<file path="config.mk">
export PLATFORM = sky130hd
export DESIGN_NAME = parser_top
export DESIGN_NICKNAME = d
export VERILOG_FILES = /design/src/hdl/parser_pkg.sv /design/src/hdl/reader_pkg.sv /design/src/hdl/args_subparser.sv /design/src/hdl/char_reader.sv /design/src/hdl/cmd_executor.sv /design/src/hdl/cmd_subparser.sv /design/src/hdl/main_parser.sv /design/src/hdl/parser_inner_connect.sv /design/src/hdl/parser_top.sv
export SDC_FILE = /design/constraint.sdc
export NUM_CORES = 1
export LEC_CHECK = 0
export BUFFER_PORTS_ARGS = -buffer_cell sky130_fd_sc_hd__buf_2
export CORE_ASPECT_RATIO = 1.75
export CORE_MARGIN = 5
export CORE_UTILIZATION = 40
export CTS_BUF_LIST = sky130_fd_sc_hd__clkbuf_8
export CTS_CLUSTER_SIZE = 24
export DETAILED_ROUTE_END_ITERATION = 16
export SLEW_MARGIN = 20
export SYNTH_ARGS = -nofsm -noshare
export SYNTH_HDL_FRONTEND = slang
export SYNTH_HIERARCHICAL = 1
export SYNTH_SLANG_ARGS = --single-unit
</file>
<file path="constraint.sdc">
create_clock -name clk -period 5 [get_ports clk]
set_clock_uncertainty 0.2 [all_clocks]
set_input_delay 0.5 -clock clk [delete_from_list [all_inputs] [get_ports clk]]
set_output_delay 0.5 -clock clk [all_outputs]
set_load 0.005 [all_outputs]
</file>
<file path="src/hdl/parser_pkg.sv">
// Command codes, character constants and parsed-line record shared by the parser and executor
package parser_pkg;

	// Width of arguments and of the value register
	localparam int VALUE_W = 16;

	typedef logic [VALUE_W-1:0] value_t;

	// Command codes of the four supported commands
	typedef enum logic [1:0] {
		CMD_SET = 2'd0,
		CMD_ADD = 2'd1,
		CMD_CLR = 2'd2,
		CMD_RD  = 2'd3
	} cmd_e;

	// Separators and digit range
	localparam logic [7:0] CHAR_NL = 8'h0A;
	localparam logic [7:0] CHAR_SP = 8'h20;
	localparam logic [7:0] CHAR_0  = 8'h30;
	localparam logic [7:0] CHAR_9  = 8'h39;

	// Upper-case command letters
	localparam logic [7:0] CHAR_S = 8'h53;
	localparam logic [7:0] CHAR_A = 8'h41;
	localparam logic [7:0] CHAR_C = 8'h43;
	localparam logic [7:0] CHAR_R = 8'h52;

	// One parsed line as handed to the executor
	typedef struct packed {
		cmd_e   cmd;
		value_t arg;
		logic   err;
	} result_t;

endpackage : parser_pkg

</file>
<file path="src/hdl/reader_pkg.sv">
// Types and sizes of the character reader, imported by the reader and by every consumer
package reader_pkg;

	// FIFO size
	// Depth must stay a power of two so the pointers wrap by themselves
	localparam int FIFO_DEPTH = 8;
	localparam int PTR_W      = $clog2(FIFO_DEPTH);

	// One ASCII character
	typedef logic [7:0] char_t;

	// Reader status as seen by one consumer
	typedef struct packed {
		// One-cycle pulse when the requested character is on rd_char
		logic done;
		// Reader idle and able to accept a trigger
		logic rdy;
		// FIFO holds nothing
		logic empty;
	} rd_status_t;

endpackage : reader_pkg

</file>
<file path="src/hdl/args_subparser.sv">
// Argument subparser that reads decimal digits up to the newline and builds the value
module args_subparser import reader_pkg::*, parser_pkg::*; (
	input  logic       clk,
	input  logic       arst_n,
	input  logic       start,
	input  rd_status_t status,
	input  char_t      rd_char,
	output logic       rd_trigger,
	output logic       args_done,
	output value_t     arg,
	output logic       args_err
);

	logic   busy;
	logic   seen_digit;
	value_t acc;
	value_t acc_next;
	char_t  digit;
	logic   is_digit;

	assign digit    = rd_char - CHAR_0;
	assign is_digit = (rd_char >= CHAR_0) && (rd_char <= CHAR_9);
	// Ten times the value plus the digit, wraps modulo 2^VALUE_W
	assign acc_next = (acc << 3) + (acc << 1) + value_t'(digit);

	// One read per character while busy
	assign rd_trigger = busy && status.rdy && !status.empty;

	always_ff @(posedge clk or negedge arst_n) begin
		if (!arst_n) begin
			busy       <= 1'b0;
			seen_digit <= 1'b0;
			acc        <= '0;
			args_done  <= 1'b0;
			arg        <= '0;
			args_err   <= 1'b0;
		end else begin
			args_done <= 1'b0;
			if (start) begin
				busy       <= 1'b1;
				seen_digit <= 1'b0;
				acc        <= '0;
			end
			else if (busy && status.done) begin
				if (is_digit) begin
					acc        <= acc_next;
					seen_digit <= 1'b1;
				end
				// Newline ends the argument, bare newline is an error
				// Any other character stops here and leaves the rest of the line
				else begin
					busy      <= 1'b0;
					args_done <= 1'b1;
					arg       <= acc;
					args_err  <= (rd_char != CHAR_NL) || !seen_digit;
				end
			end
		end
	end

endmodule : args_subparser

</file>
<file path="src/hdl/char_reader.sv">
// Input-side character FIFO that buffers incoming bytes and presents one per read trigger
module char_reader import reader_pkg::*; (
	input  logic       clk,
	input  logic       arst_n,
	input  char_t      in_char,
	input  logic       in_valid,
	output logic       in_full,
	input  logic       rd_trigger,
	output rd_status_t rd_status,
	output char_t      rd_char
);

	char_t            mem [FIFO_DEPTH];
	logic [PTR_W-1:0] wr_ptr;
	logic [PTR_W-1:0] rd_ptr;
	logic [PTR_W:0]   count;
	logic             done;
	logic             push;
	logic             pop;

	// Status toward the consumers
	// Reader is busy only in the cycle that presents a character
	assign rd_status.done  = done;
	assign rd_status.rdy   = !done;
	assign rd_status.empty = (count == '0);
	assign in_full         = (count == (PTR_W+1)'(FIFO_DEPTH));

	// Writes while full are dropped
	assign push = in_valid && !in_full;
	// Triggers while busy or empty are ignored
	assign pop  = rd_trigger && rd_status.rdy && !rd_status.empty;

	always_ff @(posedge clk or negedge arst_n) begin
		if (!arst_n) begin
			wr_ptr <= '0;
			rd_ptr <= '0;
			count  <= '0;
			done   <= 1'b0;
		end else begin
			done <= pop;
			if (push)
				wr_ptr <= wr_ptr + 1'b1;
			if (pop)
				rd_ptr <= rd_ptr + 1'b1;
			// Occupancy only moves when exactly one side is active
			case ({push, pop})
				2'b10:   count <= count + 1'b1;
				2'b01:   count <= count - 1'b1;
				default: count <= count;
			endcase
		end
	end

	// Storage and presentation register
	always_ff @(posedge clk) begin
		if (push)
			mem[wr_ptr] <= in_char;
		// Held until the next pop
		if (pop)
			rd_char <= mem[rd_ptr];
	end

	// A character takes at least two cycles, so done cannot repeat back to back
	a_done_single: assert property (@(posedge clk) disable iff (!arst_n)
		rd_status.done |=> !rd_status.done)
		else $error("char_reader: done high in two consecutive cycles");

endmodule : char_reader

</file>
<file path="src/hdl/cmd_executor.sv">
// Output stage that applies each parsed command to the value register and flags the outcome
module cmd_executor import parser_pkg::*; (
	input  logic    clk,
	input  logic    arst_n,
	input  result_t result,
	input  logic    result_valid,
	output value_t  out_value,
	output logic    out_valid,
	output logic    out_error
);

	value_t next_value;

	// Register update for a well-formed line
	always_comb begin
		next_value = out_value;
		case (result.cmd)
			CMD_SET: next_value = result.arg;
			// Sum wraps at the register width
			CMD_ADD: next_value = out_value + result.arg;
			CMD_CLR: next_value = '0;
			// Report leaves the register as is
			default: next_value = out_value;
		endcase
	end

	always_ff @(posedge clk or negedge arst_n) begin
		if (!arst_n) begin
			out_value <= '0;
			out_valid <= 1'b0;
			out_error <= 1'b0;
		end else begin
			out_valid <= 1'b0;
			out_error <= 1'b0;
			if (result_valid) begin
				// Erroneous line keeps the register
				if (result.err)
					out_error <= 1'b1;
				else begin
					out_valid <= 1'b1;
					out_value <= next_value;
				end
			end
		end
	end

endmodule : cmd_executor

</file>
<file path="src/hdl/cmd_subparser.sv">
// Command subparser that reads one letter from the reader and decodes the command code
module cmd_subparser import reader_pkg::*, parser_pkg::*; (
	input  logic       clk,
	input  logic       arst_n,
	input  logic       start,
	input  rd_status_t status,
	input  char_t      rd_char,
	output logic       rd_trigger,
	output logic       cmd_done,
	output cmd_e       cmd,
	output logic       cmd_err
);

	logic busy;
	cmd_e dec_cmd;
	logic dec_bad;

	// Request as soon as the reader is idle and has data
	// rdy drops in the done cycle, so only one read goes out
	assign rd_trigger = busy && status.rdy && !status.empty;

	// Letter decode
	always_comb begin
		dec_cmd = CMD_SET;
		dec_bad = 1'b0;
		case (rd_char)
			CHAR_S:  dec_cmd = CMD_SET;
			CHAR_A:  dec_cmd = CMD_ADD;
			CHAR_C:  dec_cmd = CMD_CLR;
			CHAR_R:  dec_cmd = CMD_RD;
			default: dec_bad = 1'b1;
		endcase
	end

	always_ff @(posedge clk or negedge arst_n) begin
		if (!arst_n) begin
			busy     <= 1'b0;
			cmd_done <= 1'b0;
			cmd      <= CMD_SET;
			cmd_err  <= 1'b0;
		end else begin
			cmd_done <= 1'b0;
			if (start)
				busy <= 1'b1;
			// Letter is on rd_char in the done cycle
			else if (busy && status.done) begin
				busy     <= 1'b0;
				cmd_done <= 1'b1;
				cmd      <= dec_cmd;
				cmd_err  <= dec_bad;
			end
		end
	end

endmodule : cmd_subparser

</file>
<file path="src/hdl/main_parser.sv">
// Line-level FSM that sequences the subparsers, checks separators and discards bad lines
module main_parser import reader_pkg::*, parser_pkg::*; (
	input  logic       clk,
	input  logic       arst_n,
	input  rd_status_t status,
	input  char_t      rd_char,
	output logic       rd_trigger,
	output logic       connect_cmd,
	output logic       connect_args,
	output logic       cmd_start,
	output logic       args_start,
	input  logic       cmd_done,
	input  cmd_e       cmd,
	input  logic       cmd_err,
	input  logic       args_done,
	input  value_t     arg,
	input  logic       args_err,
	output result_t    result,
	output logic       result_valid
);

	typedef enum logic [2:0] {
		ST_IDLE,
		ST_CMD,
		ST_SEP,
		ST_ARG,
		ST_DRAIN,
		ST_REPORT
	} state_e;

	state_e state;
	logic   is_nl;
	logic   sep_ok;

	// rd_char still holds the last consumed character
	assign is_nl  = (rd_char == CHAR_NL);
	// Set and add take a space, clear and report end the line
	assign sep_ok = (result.cmd == CMD_SET || result.cmd == CMD_ADD) ?
		(rd_char == CHAR_SP) : is_nl;

	// Main parser reads only the separator and the discarded tail
	assign rd_trigger   = (state == ST_SEP || state == ST_DRAIN) && status.rdy && !status.empty;
	assign result_valid = (state == ST_REPORT);

	always_ff @(posedge clk or negedge arst_n) begin
		if (!arst_n) begin
			state        <= ST_IDLE;
			connect_cmd  <= 1'b0;
			connect_args <= 1'b0;
			cmd_start    <= 1'b0;
			args_start   <= 1'b0;
			result       <= '0;
		end else begin
			cmd_start  <= 1'b0;
			args_start <= 1'b0;
			case (state)
				// New line starts once a character is waiting
				ST_IDLE: if (!status.empty) begin
					result      <= '0;
					connect_cmd <= 1'b1;
					cmd_start   <= 1'b1;
					state       <= ST_CMD;
				end
				ST_CMD: if (cmd_done) begin
					connect_cmd <= 1'b0;
					result.cmd  <= cmd;
					if (cmd_err) begin
						result.err <= 1'b1;
						state      <= is_nl ? ST_REPORT : ST_DRAIN;
					end
					else
						state <= ST_SEP;
				end
				ST_SEP: if (status.done) begin
					if (!sep_ok) begin
						result.err <= 1'b1;
						state      <= is_nl ? ST_REPORT : ST_DRAIN;
					end
					else if (is_nl)
						state <= ST_REPORT;
					else begin
						connect_args <= 1'b1;
						args_start   <= 1'b1;
						state        <= ST_ARG;
					end
				end
				ST_ARG: if (args_done) begin
					connect_args <= 1'b0;
					result.arg   <= arg;
					result.err   <= args_err;
					// Rest of the line is dropped unless the newline was already read
					state        <= (args_err && !is_nl) ? ST_DRAIN : ST_REPORT;
				end
				// Discard up to and including the newline
				ST_DRAIN: if (status.done && is_nl)
					state <= ST_REPORT;
				ST_REPORT: state <= ST_IDLE;
				default:   state <= ST_IDLE;
			endcase
		end
	end

	// Executor expects exactly one result per line
	a_result_pulse: assert property (@(posedge clk) disable iff (!arst_n)
		result_valid |=> !result_valid)
		else $error("main_parser: result_valid longer than one cycle");

endmodule : main_parser

</file>
<file path="src/hdl/parser_inner_connect.sv">
// Combinational switch that hands the shared reader to the main parser or one subparser
module parser_inner_connect import reader_pkg::*; (
	input  logic       connect_cmd,
	input  logic       connect_args,
	input  rd_status_t rd_status,
	input  logic       main_rd_trigger,
	input  logic       cmd_rd_trigger,
	input  logic       args_rd_trigger,

	output logic       rd_trigger,
	output rd_status_t main_status,
	output rd_status_t cmd_status,
	output rd_status_t args_status
);

	always_comb begin
		// Unconnected consumers see an idle, silent reader
		rd_trigger  = 1'b0;
		main_status = '0;
		cmd_status  = '0;
		args_status = '0;

		// Main parser raises at most one connect flag
		a_one_connect: assert (!(connect_cmd && connect_args))
			else $error("parser_inner_connect: both subparsers connected");

		// Command subparser wins over the argument subparser
		if (connect_cmd) begin
			rd_trigger = cmd_rd_trigger;
			cmd_status = rd_status;
		end
		else if (connect_args) begin
			rd_trigger  = args_rd_trigger;
			args_status = rd_status;
		end
		// Main parser owns the reader otherwise
		else begin
			rd_trigger  = main_rd_trigger;
			main_status = rd_status;
		end
	end

endmodule : parser_inner_connect

</file>
<file path="src/hdl/parser_top.sv">
// Top level of the command parser that wires the reader, parsers and executor together
module parser_top import reader_pkg::*, parser_pkg::*; (
	input  logic   clk,
	input  logic   arst_n,
	input  char_t  in_char,
	input  logic   in_valid,
	output logic   in_full,
	output value_t out_value,
	output logic   out_valid,
	output logic   out_error
);

	// Reader side
	logic       rd_trigger;
	rd_status_t rd_status;
	char_t      rd_char;

	// Per-consumer reader ports
	logic       main_rd_trigger;
	logic       cmd_rd_trigger;
	logic       args_rd_trigger;
	rd_status_t main_status;
	rd_status_t cmd_status;
	rd_status_t args_status;

	// Main parser to subparsers
	logic       connect_cmd;
	logic       connect_args;
	logic       cmd_start;
	logic       args_start;
	logic       cmd_done;
	cmd_e       cmd;
	logic       cmd_err;
	logic       args_done;
	value_t     arg;
	logic       args_err;

	// Parsed lines
	result_t    result;
	logic       result_valid;

	char_reader u_char_reader (
		.clk        (clk),
		.arst_n     (arst_n),
		.in_char    (in_char),
		.in_valid   (in_valid),
		.in_full    (in_full),
		.rd_trigger (rd_trigger),
		.rd_status  (rd_status),
		.rd_char    (rd_char)
	);

	parser_inner_connect u_inner_connect (
		.connect_cmd     (connect_cmd),
		.connect_args    (connect_args),
		.rd_status       (rd_status),
		.main_rd_trigger (main_rd_trigger),
		.cmd_rd_trigger  (cmd_rd_trigger),
		.args_rd_trigger (args_rd_trigger),
		.rd_trigger      (rd_trigger),
		.main_status     (main_status),
		.cmd_status      (cmd_status),
		.args_status     (args_status)
	);

	main_parser u_main_parser (
		.clk          (clk),
		.arst_n       (arst_n),
		.status       (main_status),
		.rd_char      (rd_char),
		.rd_trigger   (main_rd_trigger),
		.connect_cmd  (connect_cmd),
		.connect_args (connect_args),
		.cmd_start    (cmd_start),
		.args_start   (args_start),
		.cmd_done     (cmd_done),
		.cmd          (cmd),
		.cmd_err      (cmd_err),
		.args_done    (args_done),
		.arg          (arg),
		.args_err     (args_err),
		.result       (result),
		.result_valid (result_valid)
	);

	cmd_subparser u_cmd_subparser (
		.clk        (clk),
		.arst_n     (arst_n),
		.start      (cmd_start),
		.status     (cmd_status),
		.rd_char    (rd_char),
		.rd_trigger (cmd_rd_trigger),
		.cmd_done   (cmd_done),
		.cmd        (cmd),
		.cmd_err    (cmd_err)
	);

	args_subparser u_args_subparser (
		.clk        (clk),
		.arst_n     (arst_n),
		.start      (args_start),
		.status     (args_status),
		.rd_char    (rd_char),
		.rd_trigger (args_rd_trigger),
		.args_done  (args_done),
		.arg        (arg),
		.args_err   (args_err)
	);

	cmd_executor u_cmd_executor (
		.clk          (clk),
		.arst_n       (arst_n),
		.result       (result),
		.result_valid (result_valid),
		.out_value    (out_value),
		.out_valid    (out_valid),
		.out_error    (out_error)
	);

endmodule : parser_top

</file>
## After elaboration in Yosys (flattened, before gate mapping)

Memories as Yosys holds them, arrays and structs flattened. A register that Yosys moved wholly into a read port is not among the register bits.
Cells that the tools add are included.

| word-level totals | value |
|---|---|
| register bits after elaboration | 96 |
| bits in writable memories | 64 |
| bits of input ports | 11 |
| output and inout port bits | 19 |
| word-level logic and storage cells | 184 |
| memories kept | 1 |

| operators by class | value |
|---|---|
| add/sub/neg operators | 8 |
| order comparisons | 2 |
| eq/ne operators | 27 |
| muxes and demuxes | 69 |
| bitwise logic cells | 4 |
| reductions and logical operators | 48 |

Memory list:

| name | depth | width | rd ports | clocked after Yosys merged registers in | wr ports | line | text |
|---|---|---|---|---|---|---|---|
| u_char_reader.mem | 8 | 8 | 1 | 1 | 1 | char_reader.sv:13 | `char_t mem [FIFO_DEPTH];` |

Operators by type and width:

| cell | number |
|---|---|
| 16-bit 2-to-1 mux | 3 |
| 16-bit case mux with 3 select lines | 1 |
| 1-bit 2-to-1 mux | 41 |
| 3-bit 2-to-1 mux | 13 |
| 16-bit adder | 2 |
| 8-bit by 7-bit == test with 1-bit output, second input constant | 4 |
| 16-bit case mux with 2 select lines | 1 |
| 19-bit 2-to-1 mux | 1 |
| 17-bit 2-to-1 mux | 1 |
| 16-bit by 8-bit adder with 16-bit output | 1 |
| 3-bit case mux with 5 select lines | 1 |
| 1-bit logical AND | 14 |
| 2-bit nonzero test | 7 |
| 3-bit AND reduction | 4 |
| 2-bit by 1-bit inequality test with 1-bit output, second input constant | 5 |
| 2-bit inequality test, second input constant | 5 |
| 5-bit AND reduction | 2 |
| 8-bit by 4-bit == test with 1-bit output, second input constant | 1 |
| 8-bit by 6-bit == test with 1-bit output, second input constant | 1 |
| 8-bit by 6-bit >= comparator with 1-bit output, second input constant | 1 |
| 8-bit by 6-bit less-or-equal comparator with 1-bit output, second input constant | 1 |
| 1-bit logical NOT | 8 |
| 8-bit by 4-bit inequality test with 1-bit output, second input constant | 1 |
| 4-bit case mux with 2 select lines | 1 |
| 25 further kinds | 38 |

## Depth between registers and ports, before layout

| logic depth | value |
|---|---|
| depth after elaboration | 11 |
| depth in mapped cells | 12 |
| depth with buffers taken out | 12 |

## Modules after synthesis

Netlist, hierarchy kept.

Modules (own cells, without submodules):

| module | instances | cells an instance | area an instance (µm²) | sequential area each (µm²) |
|---|---|---|---|---|
| char_reader | 1 | 168 | 3404.5 | 2437.3 |
| args_subparser | 1 | 207 | 2288.4 | 900.9 |
| cmd_executor | 1 | 175 | 1501.4 | 450.4 |
| main_parser | 1 | 141 | 1261.2 | 650.6 |
| cmd_subparser | 1 | 24 | 255.2 | 125.1 |
| parser_inner_connect | 1 | 14 | 91.3 | 0.0 |

## Worst setup path before layout

No wires, ideal clock.

| timing path | value |
|---|---|
| path type | flip-flop to flip-flop |
| start point | register u_main_parser.state[0] |
| end point | register u_char_reader.count[3] |
| library setup time | 0.134 ns |
| arrival | 3.731 ns |
| data required time | 4.666 ns |
| path slack | 0.935 ns |
| cell stages (with the launch flop) | 12 |
| path buffers | 2 |
| clock period less this slack | 4.065 ns |
| cell sequence | dfrtp_1 -> buf_2 -> clkbuf_1 -> nor4b_1 -> mux2i_1 -> o21ai_1 -> nor3b_1 -> ha_1 -> ha_1 -> or4b_2 -> o311ai_0 -> o211ai_1 |

| on the way | value |
|---|---|
| longest elaborated chain between the ends | 10 |
| elaborated cells on any way between the ends | 13 |
| those cells by class | 4 x eq/ne; 3 x mux; 6 x reduce/logical |

Ends and longest elaborated chain:

| item | line | text |
|---|---|---|
| from (decl) | main_parser.sv:31 | `state_e state;` |
| from (signal assigned) | main_parser.sv:69 | `state <= is_nl ? ST_REPORT : ST_DRAIN;` |
| from (signal assigned) | main_parser.sv:77 | `state <= is_nl ? ST_REPORT : ST_DRAIN;` |
| from (signal assigned) | main_parser.sv:92 | `state <= (args_err && !is_nl) ? ST_DRAIN : ST_REPORT;` |
| 3-bit by 2-bit == test with 1-bit output / 3-bit == test (equally long branches) | main_parser.sv:42 | `assign rd_trigger = (state == ST_SEP \|\| state == ST_DRAIN) && status.rdy && !status.empty;` |
| 1-bit logical OR (*) | main_parser.sv:42 |  |
| 1-bit logical AND (*) (2 in a row) | main_parser.sv:42 |  |
| via main_rd_trigger | parser_top.sv:19 | `logic main_rd_trigger;` |
| 1-bit 2-to-1 mux (*) | parser_inner_connect.sv:32 | `else if (connect_args) begin` |
| 1-bit 2-to-1 mux (*) | parser_inner_connect.sv:28 | `if (connect_cmd) begin` |
| via rd_trigger | parser_top.sv:14 | `logic rd_trigger;` |
| 1-bit logical AND (*) (2 in a row) | char_reader.sv:31 | `assign pop = rd_trigger && rd_status.rdy && !rd_status.empty;` |
| via u_char_reader.pop | char_reader.sv:19 | `logic pop;` |
| 2-bit by 1-bit == test with 1-bit output / 2-bit == test (equally long branches) | char_reader.sv:46 | `case ({push, pop})` |
| 4-bit case mux with 2 select lines / 2-bit nonzero test (equally long branches) | - |  |
| to (signal assigned) | char_reader.sv:47 | `2'b10: count <= count + 1'b1;` |
| to (signal assigned) | char_reader.sv:48 | `2'b01: count <= count - 1'b1;` |
| to (signal assigned) | char_reader.sv:49 | `default: count <= count;` |
| to (decl) | char_reader.sv:16 | `logic [PTR_W:0] count;` |

Mark *: on every way through the listed nets, which the timed path passes. The rest lies on a longest branch.
A chain may end at the register's enable or synchronous reset.

==> flow_summary.toml <==
[yosys]
async_reset_ff_share_pct = 57.1
ys_seq_area_share_pct = 51.9
synth_cell_type_count = 77
synth_seq_cells = 168
yosysWarnings = 6
synth-edff-count = 72
synth_flop_cell = "dfrtp_1"
synthCells = 729
syn_nets = 794
synth_area_sq_um = 8800
syn_area_per_cell_sq_um = 12.1

[global_routing]
grtUsageMet3_pct = 2.71
grt_pass1_wl_microns = 28400
use_met2_pct = 27.6
grt_usage_pct = 14.4
grtUsageMet1_pct = 15.1
grt_overflow = 0
grt_busiest_layer = "met2"
antenna_found_initial = 0
grt_max_degree = 55
grt_pass1_vias = 5776

[floorplanning]
start_util_pct = 40.8
die_y_microns = 206
coreArea_sq_um = 21600
die_x_microns = 122
std_cell_rows = 71
die_area_sq_um = 25200
ioPinCount = 30

[pwr]
comb_power_share_pct = 30.5
power.switching_uw = 1530
p_sw_share_pct = 35.5
p_int_uw = 2780
peakVddDrop_v = 0.000402
clkPwrFrac_pct = 22.7
powerDensity_nw_per_um2 = 447
p_seq_share_pct = 46.8
leakage_uw = 0.00402

[routing]
antenna_left = 0
wl_per_cell_microns = 16.3
finalWirelength_microns = 17300
via_per_inst = 5.31
first_pass_iters = 5
num_vias = 5635
drc_errors = 0
drt_iter0_markers = 244

[timing]
tightest_slew_ns = 1.06
setup_violations = 0
finalHoldViolCount = 0
setup_ws_ns = 1.08
finalCritPeriodShare_pct = 78.4
grt_setup_unrepaired = "false"
relSlewSlack_pct = 29.0
min_period_ns = 3.92
fmax_mhz = 255
fin_tns_setup_ns = 0
finalMaxSlewViolations = 0

[clock_network]
holdBufCountCts = 1
htreeDepth = 4
cts_buffer_depth = 2
clk_pin_slew_ns = 0.09
cts.root.buffer_cell = "clkbuf_8"
cts_sinks = 168
clk_latency_ns = 0.46
cts_resized = 0
cts_tree = "done"
numCtsBuffers = 17
cts_setup_buffers = 0

[critical_path]
r2r_cells = 12
required_ns = 5.14
crit_top_cell = "ha_1"
cp.arrival_ns = 4.06
crit_path_cell_trace = "nor4_1 -> and2_1 -> nor4b_1 -> mux2i_1 -> o21ai_1 -> nor3b_2 -> buf_4 -> ha_1 -> ha_1 -> or4b_2 -> o311ai_0 -> o211ai_1"
crit_fanout = 12
cp.buffers_inverters = 1
start_kind = "flop"
reg2reg_from = "u_char_reader/count[0]$_DFFE_PN0P_"
crit_family = "simple AND/OR/NAND/NOR gates"
crit_path_end_kind = "flop"
worstSetupPathDepth = 12
r2r_slack_ns = 1.08
setup.worst_path.class = "reg -> reg"
critPathMaxStageDelay_ns = 0.65
critical-path-slowest-cell = "or4b_2"
reg2reg_to = "u_char_reader/count[3]$_DFFE_PN0P_"

[final_layout]
fin_nets = 821
diodes = 0
layout_common_cells = "96 x dfrtp_1, 76 x nand2_1, 72 x edfxtp_1"
syn2layout_area_growth_pct = 9.57
num-fill-cells = 1964
final_common_cell = "dfrtp_1"
drive_above_1_share_pct = 17.2

[placement]
port-buffer-count = 29
preCtsSetupSlack_ns = 1.08
dp.final_hpwl_microns = 12500
gp_congestion = 0.878

[worst_hold_path]
hold_end = "u_char_reader/mem[5][6]$_DFFE_PP_"
hold_class = "in -> reg"
hp-start = "in_char[6]"
min_path_cells = 1

[job]
cap_violations = 0

[status]
status = "finished clean"
-- cells by family after synthesis --
family                     after synthesis  synth area share [%]
DFF                                    168                  51.9
AOI/OAI and AO/OA                      152                  11.3
and+or+nand+nor                        217                  13.2
adders and majority gates               54                  8.36
muxes                                   53                  9.40
xor gates and xnor gates                30                  2.99
buffers and inverters                   55                  2.83
-- power groups by stage --
| stage | Clock (uW) | Combinational (uW) | Sequential (uW) |
|---|---|---|---|
| 6_report | 978 | 1310 | 2020 |
| 5_1_grt | 1070 | 1470 | 2060 |
| 4_1_cts | 1010 | 1330 | 2020 |
| 3_5_place_dp | 0 | 1320 | 2050 |
| 3_3_place_gp | 0 | 1270 | 2030 |
| 2_1_floorplan | 0 | 1100 | 1890 |
-- area by class of cell --
cell class / count / area [sq um] / area share (%)
Clock inverter: 14 / 153 / 1.58
Sequential cell: 168 / 4560 / 47.3
Multi-Input combinational cell: 506 / 4010 / 41.6
Inverter: 28 / 105 / 1.09
Clock buffer: 18 / 248 / 2.57
Timing Repair Buffer: 35 / 195 / 2.02
Tap cell: 292 / 365 / 3.79
-- Yosys cell counts (all sizes together) (2+ instances only) --
cell | count | share of area (%)
dfrtp | 96 | 27
nand2 | 76 | 3.2
edfxtp | 72 | 25
o21ai | 50 | 2.9
ha | 46 | 6.5
nor2 | 42 | 1.8
a21oi | 36 | 2.1
mux2 | 29 | 3.7
inv | 28 | 1.2
nand3 | 17 | 1.1
xor2 | 17 | 1.7
mux4 | 16 | 4.8
buf | 15 | 1.1
and2 | 14 | 1.0
xnor2 | 13 | 1.3
clkbuf | 12 | 0.53
nor2b | 12 | 0.97
a31oi | 10 | 0.78
nor3 | 10 | 0.68
a21o | 9 | 0.78
fa | 8 | 1.8
mux2i | 8 | 0.91
nor3b | 8 | 0.68
a22o | 6 | 0.60
and3 | 6 | 0.45
nand2b | 6 | 0.43
o211ai | 6 | 0.68
o31ai | 6 | 0.57
a22oi | 5 | 0.43
nand3b | 5 | 0.57
o21a | 5 | 0.43
a211oi | 3 | 0.26
nand4b | 3 | 0.30
nor4b | 3 | 0.54
o221ai | 3 | 0.30
o41ai | 3 | 0.47
or3 | 3 | 0.21
a21boi | 2 | 0.21
and3b | 2 | 0.21
nand4 | 2 | 0.14
nor4 | 2 | 0.14
nor4bb | 2 | 0.23
o21bai | 2 | 0.17
o311ai | 2 | 0.20
or4b | 2 | 0.27
-- per-layer routing --
| metal | share of wire, % | vias to the layer above |
|---|---|---|
| met5 | 0 | - |
| met4 | 2.1 | 0 |
| met3 | 3.2 | 30 |
| met2 | 55 | 114 |
| met1 | 40 | 2744 |
| li1 | - | 2747 |
-- state kept, by name (all words and copies together), names as in the netlist, 2 cells and up --
| signal | cells |
|---|---|
| u_char_reader/mem | 64 |
| u_char_reader/rd_ptr | 3 |
| u_args_subparser/acc | 16 |
| u_main_parser/result | 19 |
| u_main_parser/state | 3 |
| u_char_reader/count | 4 |
| u_args_subparser/arg | 16 |
| u_char_reader/wr_ptr | 3 |
| u_char_reader/rd_char | 8 |
| u_cmd_subparser/cmd | 2 |
| u_cmd_executor/out_value | 16 |
-- per-stage QoR --
step	utilization, %	cells	hold WS [ns]	area (sq um)	total power [uW]
after global routing	44.7	1061	0.0712	9640	4590
after floorplan	-	729	0.00441	8800	3000
after global placement	42.8	1028	0.254	9230	3300
after detailed placement	42.8	1028	0.257	9230	3370
after CTS	44.7	1061	0.0584	9640	4360
final	44.7	1061	0.0904	9640	4310
-- worst max-delay path by stage --
stage	startpoint	slack, ns	endpoint
after floorplan	u_main_parser/state[0]$_DFFE_PN0P_	0.93	u_char_reader/count[3]$_DFFE_PN0P_
after global placement	u_char_reader/count[0]$_DFFE_PN0P_	1.23	u_char_reader/count[3]$_DFFE_PN0P_
after detailed placement	u_char_reader/count[0]$_DFFE_PN0P_	1.08	u_char_reader/count[3]$_DFFE_PN0P_
after CTS	u_char_reader/count[0]$_DFFE_PN0P_	1.08	u_char_reader/count[3]$_DFFE_PN0P_
after global routing	u_char_reader/count[0]$_DFFE_PN0P_	0.79	u_char_reader/count[3]$_DFFE_PN0P_
final	u_char_reader/count[0]$_DFFE_PN0P_	1.08	u_char_reader/count[3]$_DFFE_PN0P_
Note: power is estimated with default switching activity, not from simulation.
